[config.mk]
export PLATFORM = sky130hd
export DESIGN_NAME = rack_top
export DESIGN_NICKNAME = d
export VERILOG_FILES = /design/src/logic/rack_pkg.sv /design/src/logic/trig_param_if.sv /design/src/logic/host_reg_map.sv /design/src/logic/tick_gen.sv /design/src/logic/afferent_current.sv /design/src/logic/spiking_neuron.sv /design/src/logic/rack_top.sv
export SDC_FILE = /design/constraint.sdc
export NUM_CORES = 2
export LEC_CHECK = 0
export BUFFER_PORTS_ARGS = -buffer_cell sky130_fd_sc_hd__buf_2
export CORE_AREA = 8 8 317 442
export CTS_CLUSTER_DIAMETER = 120
export DETAILED_ROUTE_END_ITERATION = 8
export DIE_AREA = 0 0 325 450
export GPL_ROUTABILITY_DRIVEN = 0
export HOLD_SLACK_MARGIN = 0.1
export SLEW_MARGIN = 20
export SYNTH_ARGS = -nofsm -noshare
export SYNTH_HDL_FRONTEND = slang
export SYNTH_SLANG_ARGS = --single-unit
[constraint.sdc]
create_clock -name ep50trig -period 32.3 [get_ports ep50trig]
set_input_delay 4.845 -clock ep50trig [delete_from_list [all_inputs] [get_ports ep50trig]]
set_output_delay 4.845 -clock ep50trig [all_outputs]
set_load 0.01 [all_outputs]
[src/logic/rack_pkg.sv]
package rack_pkg;

    // datapath word, shared by rates, parameters, currents and counts
    localparam int data_w = 32;
    typedef logic [data_w-1:0] word_t;

    // host register map
    localparam int addr_w = 4;
    typedef enum logic [addr_w-1:0] {
        addr_ia_offset = 4'd0,
        addr_ii_offset = 4'd1,
        addr_ia_gain   = 4'd2,
        addr_ii_gain   = 4'd3,
        addr_divider   = 4'd4,
        addr_ia_count  = 4'd8,   // read only
        addr_ii_count  = 4'd9    // read only
    } reg_addr_t;

    // fixed-point formats
    localparam int gain_frac_bits = 8;  // Q.8 gain, 256 is unity
    localparam int current_shift  = 6;  // integer current to fixed point
    localparam int dither_bits    = 6;  // low current bits taken from the lfsr

    // neuron constants
    localparam word_t th_scaled  = 32'd30720;  // 30 mV scaled by 1024
    localparam int    leak_shift = 4;          // leak is v >> 4 per tick

    // tick ratios
    localparam int steps_per_ms = 16;                   // neuron ticks per sim tick
    localparam int step_w       = $clog2(steps_per_ms); // step counter width

    // reset defaults of the host registers
    localparam word_t def_offset  = 32'd10;   // 10.12 pps rounded
    localparam word_t def_gain    = 32'd256;  // unity
    localparam word_t def_divider = 32'd3;

    // dither generator, x^32 + x^22 + x^2 + x + 1 in galois form
    localparam word_t lfsr_taps    = 32'h8020_0003;
    localparam word_t lfsr_seed_ia = 32'h1d2c_3b4a;
    localparam word_t lfsr_seed_ii = 32'h5e6f_7081;  // must differ from the ia seed

endpackage

[src/logic/trig_param_if.sv]
interface trig_param_if;
    import rack_pkg::*;

    // host-loaded parameters, all held in host_reg_map
    word_t ia_offset;  // pps removed from the ia rate
    word_t ii_offset;  // pps removed from the ii rate
    word_t ia_gain;    // Q.8
    word_t ii_gain;    // Q.8
    word_t divider;    // neuron tick every divider+1 cycles

    modport bank (
        output ia_offset, ii_offset, ia_gain, ii_gain, divider
    );

    // each afferent picks its own pair by parameter
    modport afferent (
        input ia_offset, ii_offset, ia_gain, ii_gain
    );

    modport ticks (
        input divider
    );

endinterface

[src/logic/host_reg_map.sv]
module host_reg_map (
    input  logic                ep50trig,
    input  logic                reset_global,
    // host write, four-phase req/ack
    input  logic                i_wr_req,
    input  rack_pkg::reg_addr_t i_wr_addr,
    input  rack_pkg::word_t     i_wr_data,
    output logic                o_wr_ack,
    // host read, one cycle latency
    input  rack_pkg::reg_addr_t i_rd_addr,
    output rack_pkg::word_t     o_rd_data,
    // spike counts from the neurons
    input  rack_pkg::word_t     i_ia_count,
    input  rack_pkg::word_t     i_ii_count,
    trig_param_if.bank          params
);
    import rack_pkg::*;

    logic wr_fire;  // single load per handshake

    // load only on the first edge of a request, ack still low
    assign wr_fire = i_wr_req && !o_wr_ack;

    // ack handshake
    always_ff @(posedge ep50trig) begin
        if (reset_global) begin
            o_wr_ack <= 1'b0;
        end else if (wr_fire) begin
            o_wr_ack <= 1'b1;     // rises with the load
        end else if (!i_wr_req) begin
            o_wr_ack <= 1'b0;     // host has let go
        end
    end

    // parameter bank
    always_ff @(posedge ep50trig) begin
        if (reset_global) begin
            params.ia_offset <= def_offset;
            params.ii_offset <= def_offset;
            params.ia_gain   <= def_gain;
            params.ii_gain   <= def_gain;
            params.divider   <= def_divider;
        end else if (wr_fire) begin
            case (i_wr_addr)
                addr_ia_offset: params.ia_offset <= i_wr_data;
                addr_ii_offset: params.ii_offset <= i_wr_data;
                addr_ia_gain:   params.ia_gain   <= i_wr_data;
                addr_ii_gain:   params.ii_gain   <= i_wr_data;
                addr_divider:   params.divider   <= i_wr_data;
                default: begin
                    // counts and unmapped addresses, acked and dropped
                end
            endcase
        end
    end

    // registered read mux
    always_ff @(posedge ep50trig) begin
        case (i_rd_addr)
            addr_ia_offset: o_rd_data <= params.ia_offset;
            addr_ii_offset: o_rd_data <= params.ii_offset;
            addr_ia_gain:   o_rd_data <= params.ia_gain;
            addr_ii_gain:   o_rd_data <= params.ii_gain;
            addr_divider:   o_rd_data <= params.divider;
            addr_ia_count:  o_rd_data <= i_ia_count;
            addr_ii_count:  o_rd_data <= i_ii_count;
            default:        o_rd_data <= '0;   // unmapped reads zero
        endcase
    end

    // ack may only rise at an edge where the host was requesting
    a_ack_needs_req : assert property (
        @(posedge ep50trig) disable iff (reset_global)
        $rose(o_wr_ack) |-> $past(i_wr_req)
    ) else $error("o_wr_ack rose without i_wr_req");

endmodule

[src/logic/tick_gen.sv]
module tick_gen (
    input  logic        ep50trig,
    input  logic        reset_global,
    trig_param_if.ticks params,
    output logic        o_neuron_tick,  // one cycle every divider+1 cycles
    output logic        o_sim_tick      // one per simulated ms
);
    import rack_pkg::*;

    word_t             cyc_cnt;   // cycles into the current neuron period
    word_t             div_q;     // divider in use, refreshed at wrap
    logic [step_w-1:0] step_cnt;  // neuron ticks into the current ms

    always_ff @(posedge ep50trig) begin
        if (reset_global) begin
            cyc_cnt       <= '0;
            div_q         <= def_divider;
            step_cnt      <= '0;
            o_neuron_tick <= 1'b0;
            o_sim_tick    <= 1'b0;
        end else if (cyc_cnt == div_q) begin
            cyc_cnt       <= '0;
            div_q         <= params.divider;  // new divider only lands here
            o_neuron_tick <= 1'b1;
            if (step_cnt == step_w'(steps_per_ms - 1)) begin
                step_cnt   <= '0;
                o_sim_tick <= 1'b1;           // last step of the ms
            end else begin
                step_cnt   <= step_cnt + 1'b1;
                o_sim_tick <= 1'b0;
            end
        end else begin
            cyc_cnt       <= cyc_cnt + 1'b1;
            o_neuron_tick <= 1'b0;
            o_sim_tick    <= 1'b0;
        end
    end

    // a sim tick is always one of the neuron ticks
    a_sim_on_neuron : assert property (
        @(posedge ep50trig) disable iff (reset_global)
        o_sim_tick |-> o_neuron_tick
    ) else $error("o_sim_tick without o_neuron_tick");

endmodule

[src/logic/afferent_current.sv]
module afferent_current #(
    parameter bit              is_ii = 1'b0,                // 0 takes the ia pair, 1 the ii pair
    parameter rack_pkg::word_t seed  = rack_pkg::lfsr_seed_ia
) (
    input  logic            ep50trig,
    input  logic            reset_global,
    input  logic            i_neuron_tick,
    input  rack_pkg::word_t i_rate,        // afferent rate in pps
    trig_param_if.afferent  params,
    output rack_pkg::word_t o_current      // fixed point, low bits dithered
);
    import rack_pkg::*;

    word_t                 offset;
    word_t                 gain;
    word_t                 rate_net;    // rate above offset
    logic [2*data_w-1:0]   prod;        // full-width rate x gain
    word_t                 rate_gained; // back to integer pps
    word_t                 cur_fixed;   // integer current moved to fixed point
    word_t                 lfsr_q;

    // fixed pick between the two pairs
    assign offset = is_ii ? params.ii_offset : params.ia_offset;
    assign gain   = is_ii ? params.ii_gain   : params.ia_gain;

    // clamp at zero below offset
    assign rate_net = (i_rate > offset) ? (i_rate - offset) : '0;

    assign prod        = rate_net * gain;
    assign rate_gained = word_t'(prod >> gain_frac_bits);  // drop Q.8 fraction
    assign cur_fixed   = rate_gained << current_shift;

    // galois lfsr, one step per neuron tick
    always_ff @(posedge ep50trig) begin
        if (reset_global) begin
            lfsr_q <= seed;
        end else if (i_neuron_tick) begin
            lfsr_q <= (lfsr_q >> 1) ^ (lfsr_q[0] ? lfsr_taps : '0);
        end
    end

    // current lands the cycle after the tick
    always_ff @(posedge ep50trig) begin
        if (reset_global) begin
            o_current <= '0;
        end else if (i_neuron_tick) begin
            o_current <= {cur_fixed[data_w-1:dither_bits], lfsr_q[dither_bits-1:0]};
        end
    end

endmodule

[src/logic/spiking_neuron.sv]
module spiking_neuron (
    input  logic            ep50trig,
    input  logic            reset_global,
    input  logic            i_neuron_tick,
    input  rack_pkg::word_t i_current,     // fixed point input current
    output logic            o_spike,       // one cycle per firing
    output rack_pkg::word_t o_count        // cumulative spikes
);
    import rack_pkg::*;

    word_t         v_q;     // membrane potential
    word_t         v_leak;
    logic [data_w:0] v_sum; // one extra bit so a big current cannot wrap
    logic          fire;

    assign v_leak = v_q >> leak_shift;

    // v + I - v/16, the leak never exceeds v so no underflow
    assign v_sum = {1'b0, v_q - v_leak} + {1'b0, i_current};
    assign fire  = (v_sum >= {1'b0, th_scaled});

    always_ff @(posedge ep50trig) begin
        if (reset_global) begin
            v_q     <= '0;
            o_spike <= 1'b0;
            o_count <= '0;
        end else if (i_neuron_tick) begin
            if (fire) begin
                v_q     <= '0;            // reset to rest after firing
                o_spike <= 1'b1;
                o_count <= o_count + 1'b1;
            end else begin
                v_q     <= v_sum[data_w-1:0];  // below threshold, fits in a word
                o_spike <= 1'b0;
            end
        end else begin
            o_spike <= 1'b0;  // spike lasts one cycle only
        end
    end

    // the count only moves up, a reset is the only way back to zero
    a_count_monotonic : assert property (
        @(posedge ep50trig) disable iff (reset_global)
        !$past(reset_global) |-> (o_count >= $past(o_count))
    ) else $error("spike count went down without reset");

endmodule

[src/logic/rack_top.sv]
module rack_top (
    input  logic                ep50trig,
    input  logic                reset_global,
    // afferent rates in pps
    input  rack_pkg::word_t     i_ia_rate,
    input  rack_pkg::word_t     i_ii_rate,
    // host write port
    input  logic                i_wr_req,
    input  rack_pkg::reg_addr_t i_wr_addr,
    input  rack_pkg::word_t     i_wr_data,
    output logic                o_wr_ack,
    // host read port
    input  rack_pkg::reg_addr_t i_rd_addr,
    output rack_pkg::word_t     o_rd_data,
    // spikes and the ms tick
    output logic                o_ia_spike,
    output logic                o_ii_spike,
    output logic                o_sim_tick
);
    import rack_pkg::*;

    logic  neuron_tick;
    word_t ia_current;
    word_t ii_current;
    word_t ia_count;
    word_t ii_count;

    trig_param_if params ();  // register bank to datapath

    host_reg_map u_reg_map (
        .ep50trig     (ep50trig),
        .reset_global (reset_global),
        .i_wr_req     (i_wr_req),
        .i_wr_addr    (i_wr_addr),
        .i_wr_data    (i_wr_data),
        .o_wr_ack     (o_wr_ack),
        .i_rd_addr    (i_rd_addr),
        .o_rd_data    (o_rd_data),
        .i_ia_count   (ia_count),
        .i_ii_count   (ii_count),
        .params       (params.bank)
    );

    tick_gen u_ticks (
        .ep50trig      (ep50trig),
        .reset_global  (reset_global),
        .params        (params.ticks),
        .o_neuron_tick (neuron_tick),
        .o_sim_tick    (o_sim_tick)
    );

    // ia path
    afferent_current #(.is_ii(1'b0), .seed(lfsr_seed_ia)) u_ia_current (
        .ep50trig      (ep50trig),
        .reset_global  (reset_global),
        .i_neuron_tick (neuron_tick),
        .i_rate        (i_ia_rate),
        .params        (params.afferent),
        .o_current     (ia_current)
    );

    spiking_neuron u_ia_neuron (
        .ep50trig      (ep50trig),
        .reset_global  (reset_global),
        .i_neuron_tick (neuron_tick),
        .i_current     (ia_current),
        .o_spike       (o_ia_spike),
        .o_count       (ia_count)
    );

    // ii path, own seed so the dither is uncorrelated
    afferent_current #(.is_ii(1'b1), .seed(lfsr_seed_ii)) u_ii_current (
        .ep50trig      (ep50trig),
        .reset_global  (reset_global),
        .i_neuron_tick (neuron_tick),
        .i_rate        (i_ii_rate),
        .params        (params.afferent),
        .o_current     (ii_current)
    );

    spiking_neuron u_ii_neuron (
        .ep50trig      (ep50trig),
        .reset_global  (reset_global),
        .i_neuron_tick (neuron_tick),
        .i_current     (ii_current),
        .o_spike       (o_ii_spike),
        .o_count       (ii_count)
    );

endmodule

## Yosys cells after proc, flatten, opt, wreduce, memory -nomap -nowiden

Index checks and enable logic that the tools add are counted.

| cells by class | value |
|---|---|
| add/sub/neg operators | 10 |
| $mul | 2 |
| magnitude comparators | 4 |
| equality and inequality tests | 13 |
| mux-type cells | 14 |
| bitwise operators | 4 |
| reductions and logical operators | 14 |

Operators with widths:

| cell | count |
|---|---|
| one-hot mux 32 bit (7 select lines) | 1 |
| 2-to-1 mux 32 bit | 6 |
| adder 32 x 1 -> 32 bit (second input constant) | 3 |
| multiplier 32 x 32 -> 34 bit | 2 |
| adder 32 x 32 -> 33 bit | 2 |
| greater-or-equal comparator 33 x 15 -> 1 bit (second input constant) | 2 |
| > comparator 32 bit | 2 |
| subtractor 32 x 28 -> 32 bit | 2 |
| subtractor 32 bit | 2 |
| bitwise XOR 31 x 32 -> 32 bit | 2 |
| == test 32 bit | 1 |
| == test 4 x 2 -> 1 bit (second input constant) | 4 |
| AND reduction 2 bit | 7 |
| == test 4 bit (second input constant) | 3 |
| == test 4 x 1 -> 1 bit (second input constant) | 2 |
| == test 4 x 3 -> 1 bit (second input constant) | 2 |
| logical NOT 4 bit | 2 |
| 2-to-1 mux 1 bit | 6 |
| OR reduction 2 bit | 3 |
| adder 4 x 1 -> 4 bit (second input constant) | 1 |
| 2-to-1 mux 4 bit | 1 |
| inequality test 2 x 1 -> 1 bit (second input constant) | 1 |
| inverter 1 bit | 2 |
| logical AND 1 bit | 1 |
| logical NOT 1 bit | 1 |

| word-level totals | value |
|---|---|
| bits in registers | 521 |
| input port bits | 107 |
| logic and storage cells | 83 |

## Logic depth before layout (Yosys ltp)

| depth | value |
|---|---|
| depth in word-level cells | 4 |
| depth in mapped cells | 46 |

## Cells and area by module

From an unflattened synthesis, not the netlist that was laid out.

| unflattened totals | value |
|---|---|
| cells, all modules | 7670 |
| area total of the unflattened synthesis | 66492.5 sq um |

By module, submodules not included:

| module | times used | cells each | area an instance (sq um) | seq. area each (sq um) |
|---|---|---|---|---|
| afferent_current (u_ia_current) | 1 | 2482 | 21633.2 | 1221.2 |
| afferent_current (u_ii_current) | 1 | 2442 | 21236.6 | 1201.2 |
| host_reg_map | 1 | 923 | 8543.2 | 3863.7 |
| spiking_neuron (u_ia_neuron) | 1 | 760 | 5994.5 | 1301.2 |
| spiking_neuron (u_ii_neuron) | 1 | 760 | 5953.2 | 1301.2 |
| tick_gen | 1 | 303 | 3131.8 | 1401.3 |

## Worst setup path after synthesis

OpenSTA, ideal clock, no wires.

| path | value |
|---|---|
| path kind | input to register |
| from | input i_ia_rate[0] |
| to | register u_ia_current.o_current[31] |
| library setup time | 0.125 ns |
| data arrival time | 15.375 ns |
| data required time | 32.175 ns |
| path slack | 16.799 ns |
| stages on the path | 43 |
| path buffers | 4 |
| cell sequence | inv_1 -> ha_1 -> inv_1 -> fa_1 -> nand3_1 -> a21o_1 -> a211oi_1 -> o21ai_0 -> a21o_1 -> buf_1 -> buf_1 -> clkbuf_1 -> buf_1 -> nor2_1 -> nand2_1 -> fa_1 -> fa_1 -> inv_1 -> [7 not listed] -> inv_1 -> fa_1 -> xnor2_1 -> xnor2_1 -> xnor2_1 -> xnor2_1 -> xnor2_1 -> xnor3_1 -> xnor3_2 -> xnor3_1 -> xnor3_1 -> xor2_1 -> xnor2_1 -> xnor3_1 -> xnor3_1 -> xor3_1 -> xor2_1 -> o21ai_1 |

| on the way | value |
|---|---|
| longest elaborated chain between the ends | 3 |
| elaborated cells on any way between the ends | 4 |
| those cells by class | 1 x add/sub; 1 x mul; 1 x order compare; 1 x mux |

RTL lines:

| what | line | source |
|---|---|---|
| start, declared | rack_top.sv:5 | `input rack_pkg::word_t i_ia_rate,` |
| subtractor 32 bit or > comparator 32 bit (tied branches) | afferent_current.sv:27 | `assign rate_net = (i_rate > offset) ? (i_rate - offset) : '0;` |
| 2-to-1 mux 32 bit (*) | afferent_current.sv:27 |  |
| multiplier 32 x 32 -> 34 bit (*) | afferent_current.sv:29 | `assign prod = rate_net * gain;` |
| end signal, assigned | afferent_current.sv:47 | `o_current <= {cur_fixed[data_w-1:dither_bits], lfsr_q[dither_bits-1:0]};` |
| end, declared | afferent_current.sv:10 | `output rack_pkg::word_t o_current` |

Mark *: on every way between the ends. The rest lies on a longest branch, timed or not.
A chain may end at the register's enable or synchronous reset.

## Final worst setup path

| path | value |
|---|---|
| from | input i_ia_rate[7] |
| to | register u_ia_current.o_current[31] |

The elaborated chain is that of the path after synthesis.

==> reports/summary.txt <==
======================================================================================================
Status .................................................................................. finished, final reports clean
Global-route total usage across every layer .............................................        0.283
Most used cell, CP ...................................................................... sky130_fd_sc_hd__fa_1
Critical R2R Launch ..................................................................... u_reg_map.params.ia_offset[2]$_SDFFE_PP0P_
Cell depth of the worst flop-to-flop path ...............................................           43
RSZ-0062 raised after global routing ....................................................           no
Number of H-tree levels .................................................................            2
Vias in the first global route ..........................................................        54400
Ranking of synthesized cells by area .................................................... sky130_fd_sc_hd__fa_1, sky130_fd_sc_hd__dfxtp_1, sky130_fd_sc_hd__ha_1, sky130_fd_sc_hd__inv_1, sky130_fd_sc_hd__nand2_1
Number of synthesized register bits .....................................................          514
Post-CTS setup buffers ..................................................................            0
Final worst clock skew ..................................................................      65.9 ps
Critical register-to-register path endpoint ............................................. u_ia_current.o_current[31]$_SDFFE_PP0P_
Number of fill cells in the layout ......................................................        12700
Mean routed wirelength per cell .........................................................      22.7 um
Via density per instance ................................................................         5.69
Power per standard cell area ............................................................ 34.0 nW/um^2
Master cell of the clock root buffer .................................................... sky130_fd_sc_hd__clkbuf_16
Cell Count, Final, Fillers Out ..........................................................         9212
DPL Wire Length .........................................................................    165000 um
Top-area cell type share of the netlist area ............................................        0.295
Crit path max-delay cell type ........................................................... sky130_fd_sc_hd__nor2_1
Pin count of the biggest net entering global routing ....................................          189
Combined area of the multi-input logic cells ............................................   47800 um^2
Source of the worst hold timing path .................................................... u_ia_current.lfsr_q[9]$_SDFFE_PP1P_
Max-capacitance violation count .........................................................            0
Detailed router's first-iteration violation count .......................................         4361
Post-layout nets ........................................................................         8869
Final worst-path cycle share ............................................................        0.498
Clock transition at the register clock pins on the worst setup and hold paths after CTS .        60 ps
Num Clock Sinks .........................................................................          514
Source-to-sink clock delay at the later pin of the worst-skew pair ......................       690 ps
Max-slew violation count ................................................................            0
Ys Warns ................................................................................            0
Actual slew at the worst max-slew pin ...................................................      1220 ps
TritonCTS clock tree ....................................................................         done
Most repeated cell in the gate-level netlist after synthesis ............................ sky130_fd_sc_hd__inv_1
Cell count after synthesis ..............................................................         7465
Maximum fanout along the worst path .....................................................            9
Worst min-delay path endpoint ........................................................... u_ia_current.lfsr_q[8]$_SDFFE_PP1P_
Register area ...........................................................................   10300 um^2
CTS max path bufs .......................................................................            3
Placed cell count .......................................................................         9102
Summed negative setup slack over all endpoints ..........................................         0 ps
Crit Path Class ......................................................................... primary input to flip-flop
Die Y-Extent ............................................................................       450 um
Starting Density ........................................................................        0.477
Synthesized net count ...................................................................         8944
Cell depth of the worst min-delay path ..................................................            1
Hold WC Path Type ....................................................................... flip-flop to flip-flop
Remaining Overflow, GRT .................................................................            0
Arrival time at the worst endpoint ......................................................     16650 ps
PostCTS Resize Cnt ......................................................................            0
Core region area ........................................................................  133000 um^2
Crit start category ..................................................................... primary input
Detail Route Antenna Nets ...............................................................            0
VDD IR-drop max .........................................................................   0.000125 V
Syn Std Cell Area .......................................................................   63600 um^2
Die outline width .......................................................................       325 um
Achievable frequency ....................................................................     62.2 MHz
Number of ports placed on the die boundary ..............................................          143
Initial antenna violation count .........................................................           12
Leading cell types by count after synthesis ............................................. sky130_fd_sc_hd__inv_1, sky130_fd_sc_hd__nand2_1, sky130_fd_sc_hd__fa_1
EDFF count, synth .......................................................................            0
Cts bufs inserted .......................................................................           56
Critical path capture point type ........................................................    flip-flop
Minimum period implied by the final worst setup slack ...................................     16080 ps
Final wirelength ........................................................................    209000 um
First-pass GRT wire length ..............................................................    323000 um
Detailed-router iteration count before antenna repair ...................................            9
Syn-to-layout area delta ................................................................        7.19%
Synthesized area divided by synthesized cell count ......................................    8.52 um^2
Stage delay of the slowest cell on the critical path ....................................       610 ps
Post-synthesis async set-or-reset flop share ............................................            0
Number of hold violations in the final report ...........................................            0
FP Rows .................................................................................          159
IO Port Bufs ............................................................................          142
Sequential fraction of the synthesis area ...............................................        0.162
Post-synthesis cell type count ..........................................................           90
Die footprint ...........................................................................  146000 um^2
Vias post-DR ............................................................................        52400
Fraction of final layout cells sized beyond drive strength 1 ............................       0.0594
Post-synthesis cell type with the largest combined area ................................. sky130_fd_sc_hd__fa_1
Most used flip-flop cell after synthesis ................................................ sky130_fd_sc_hd__dfxtp_1
Leakage power ...........................................................................      31.2 nW
Number of buffers inserted for hold repair after clock tree synthesis ...................            0
Worst rel slew slack ....................................................................        0.185
Worst-case register-to-register setup slack .............................................     19960 ps
# DRC ...................................................................................            0
Required arrival time at the worst endpoint .............................................     32870 ps
Count of final setup violators ..........................................................            0
======================================================================================================
per-layer routing:
layer  global-route usage  part of all wire  vias to the layer above  wire length, um
met5                    0           0.00012                        -               26
met4                0.154             0.066                        4            13700
met3               0.0370             0.066                      645            13900
met2                0.504              0.50                     2053           105000
met1                0.329              0.37                    26200            77100
li1                     -                 -                    23500                -
where the power goes:
group | leakage [nW] | switching (W) | internal [W]
logic | 26.0 | 0.000645 | 0.000278
clock network | 0.987 | 0.000303 | 0.000405
registers | 4.15 | 0.0000254 | 0.000661
final cells by class:
| class | count | area share |
|---|---|---|
| antenna | 3 | 0.000110 |
| clock buffer | 72 | 0.0231 |
| multi-input combinational | 5409 | 0.700 |
| tap | 1771 | 0.0325 |
| timing repair buffer | 257 | 0.0237 |
| inverter | 1152 | 0.0634 |
| sequential | 514 | 0.151 |
| clock inverter | 34 | 0.00631 |
critical path, delay by kind of cell:
family	cells	cell delay [ps]
xor gates and xnor gates	16	3990
AOI/OAI and AO/OA	9	1770
adders and majority gates	9	4200
and+or+nand+nor	4	1510
buffers and inverters	5	340
per-stage QoR:
stage	hold slack [ps]	instance area [um^2]	util	total power, W	setup WS [ps]
after CTS	451	68200	0.511	0.00232	16290
after floorplan	430	63600	-	0.00125	16800
after global placement	437	66200	0.496	0.00160	15670
after detailed placement	445	66200	0.496	0.00160	15620
after global routing	454	68200	0.511	0.00241	15580
final	448	68200	0.511	0.00232	16220
placed cells by master (no fill, tap or decap), types with 146 or more instances in the layout:
master                    count
sky130_fd_sc_hd__nand2_1   1074
sky130_fd_sc_hd__inv_1     1150
sky130_fd_sc_hd__a21oi_1    344
sky130_fd_sc_hd__o21ai_0    146
sky130_fd_sc_hd__ha_1       434
sky130_fd_sc_hd__xnor2_1    204
sky130_fd_sc_hd__dfxtp_1    512
sky130_fd_sc_hd__nor2_1     368
sky130_fd_sc_hd__and2_1     491
sky130_fd_sc_hd__fa_1       938
kinds of logic (layout without fill, tap and decap cells):
group | after synthesis | after routing | share of synthesized area
muxes | 109 | 109 | 0.0173
buffers and inverters | 1542 | 1515 | 0.0911
and+or+nand+nor | 2644 | 2644 | 0.201
other | 0 | 3 | 0
adders and majority gates | 1372 | 1372 | 0.380
xor gates and xnor gates | 354 | 354 | 0.0523
DFF | 514 | 514 | 0.162
AOI/OAI and AO/OA | 930 | 930 | 0.0960
worst max-delay path by stage:
| stage | from | end | slack, ps | depth (start not counted) |
|---|---|---|---|---|
| 4_1_cts | i_ia_rate[7] | u_ia_current.o_current[31]$_SDFFE_PP0P_ | 16290 | 42 |
| 3_3_place_gp | i_ii_rate[0] | u_ii_current.o_current[31]$_SDFFE_PP0P_ | 15670 | 41 |
| 2_1_floorplan | i_ia_rate[0] | u_ia_current.o_current[31]$_SDFFE_PP0P_ | 16800 | 43 |
| 5_1_grt | i_ia_rate[7] | u_ia_current.o_current[31]$_SDFFE_PP0P_ | 15580 | 43 |
| 3_5_place_dp | i_ia_rate[7] | u_ia_current.o_current[31]$_SDFFE_PP0P_ | 15620 | 42 |
| 6_report | i_ia_rate[7] | u_ia_current.o_current[31]$_SDFFE_PP0P_ | 16220 | 43 |
Power figures use the tool's default switching activity.
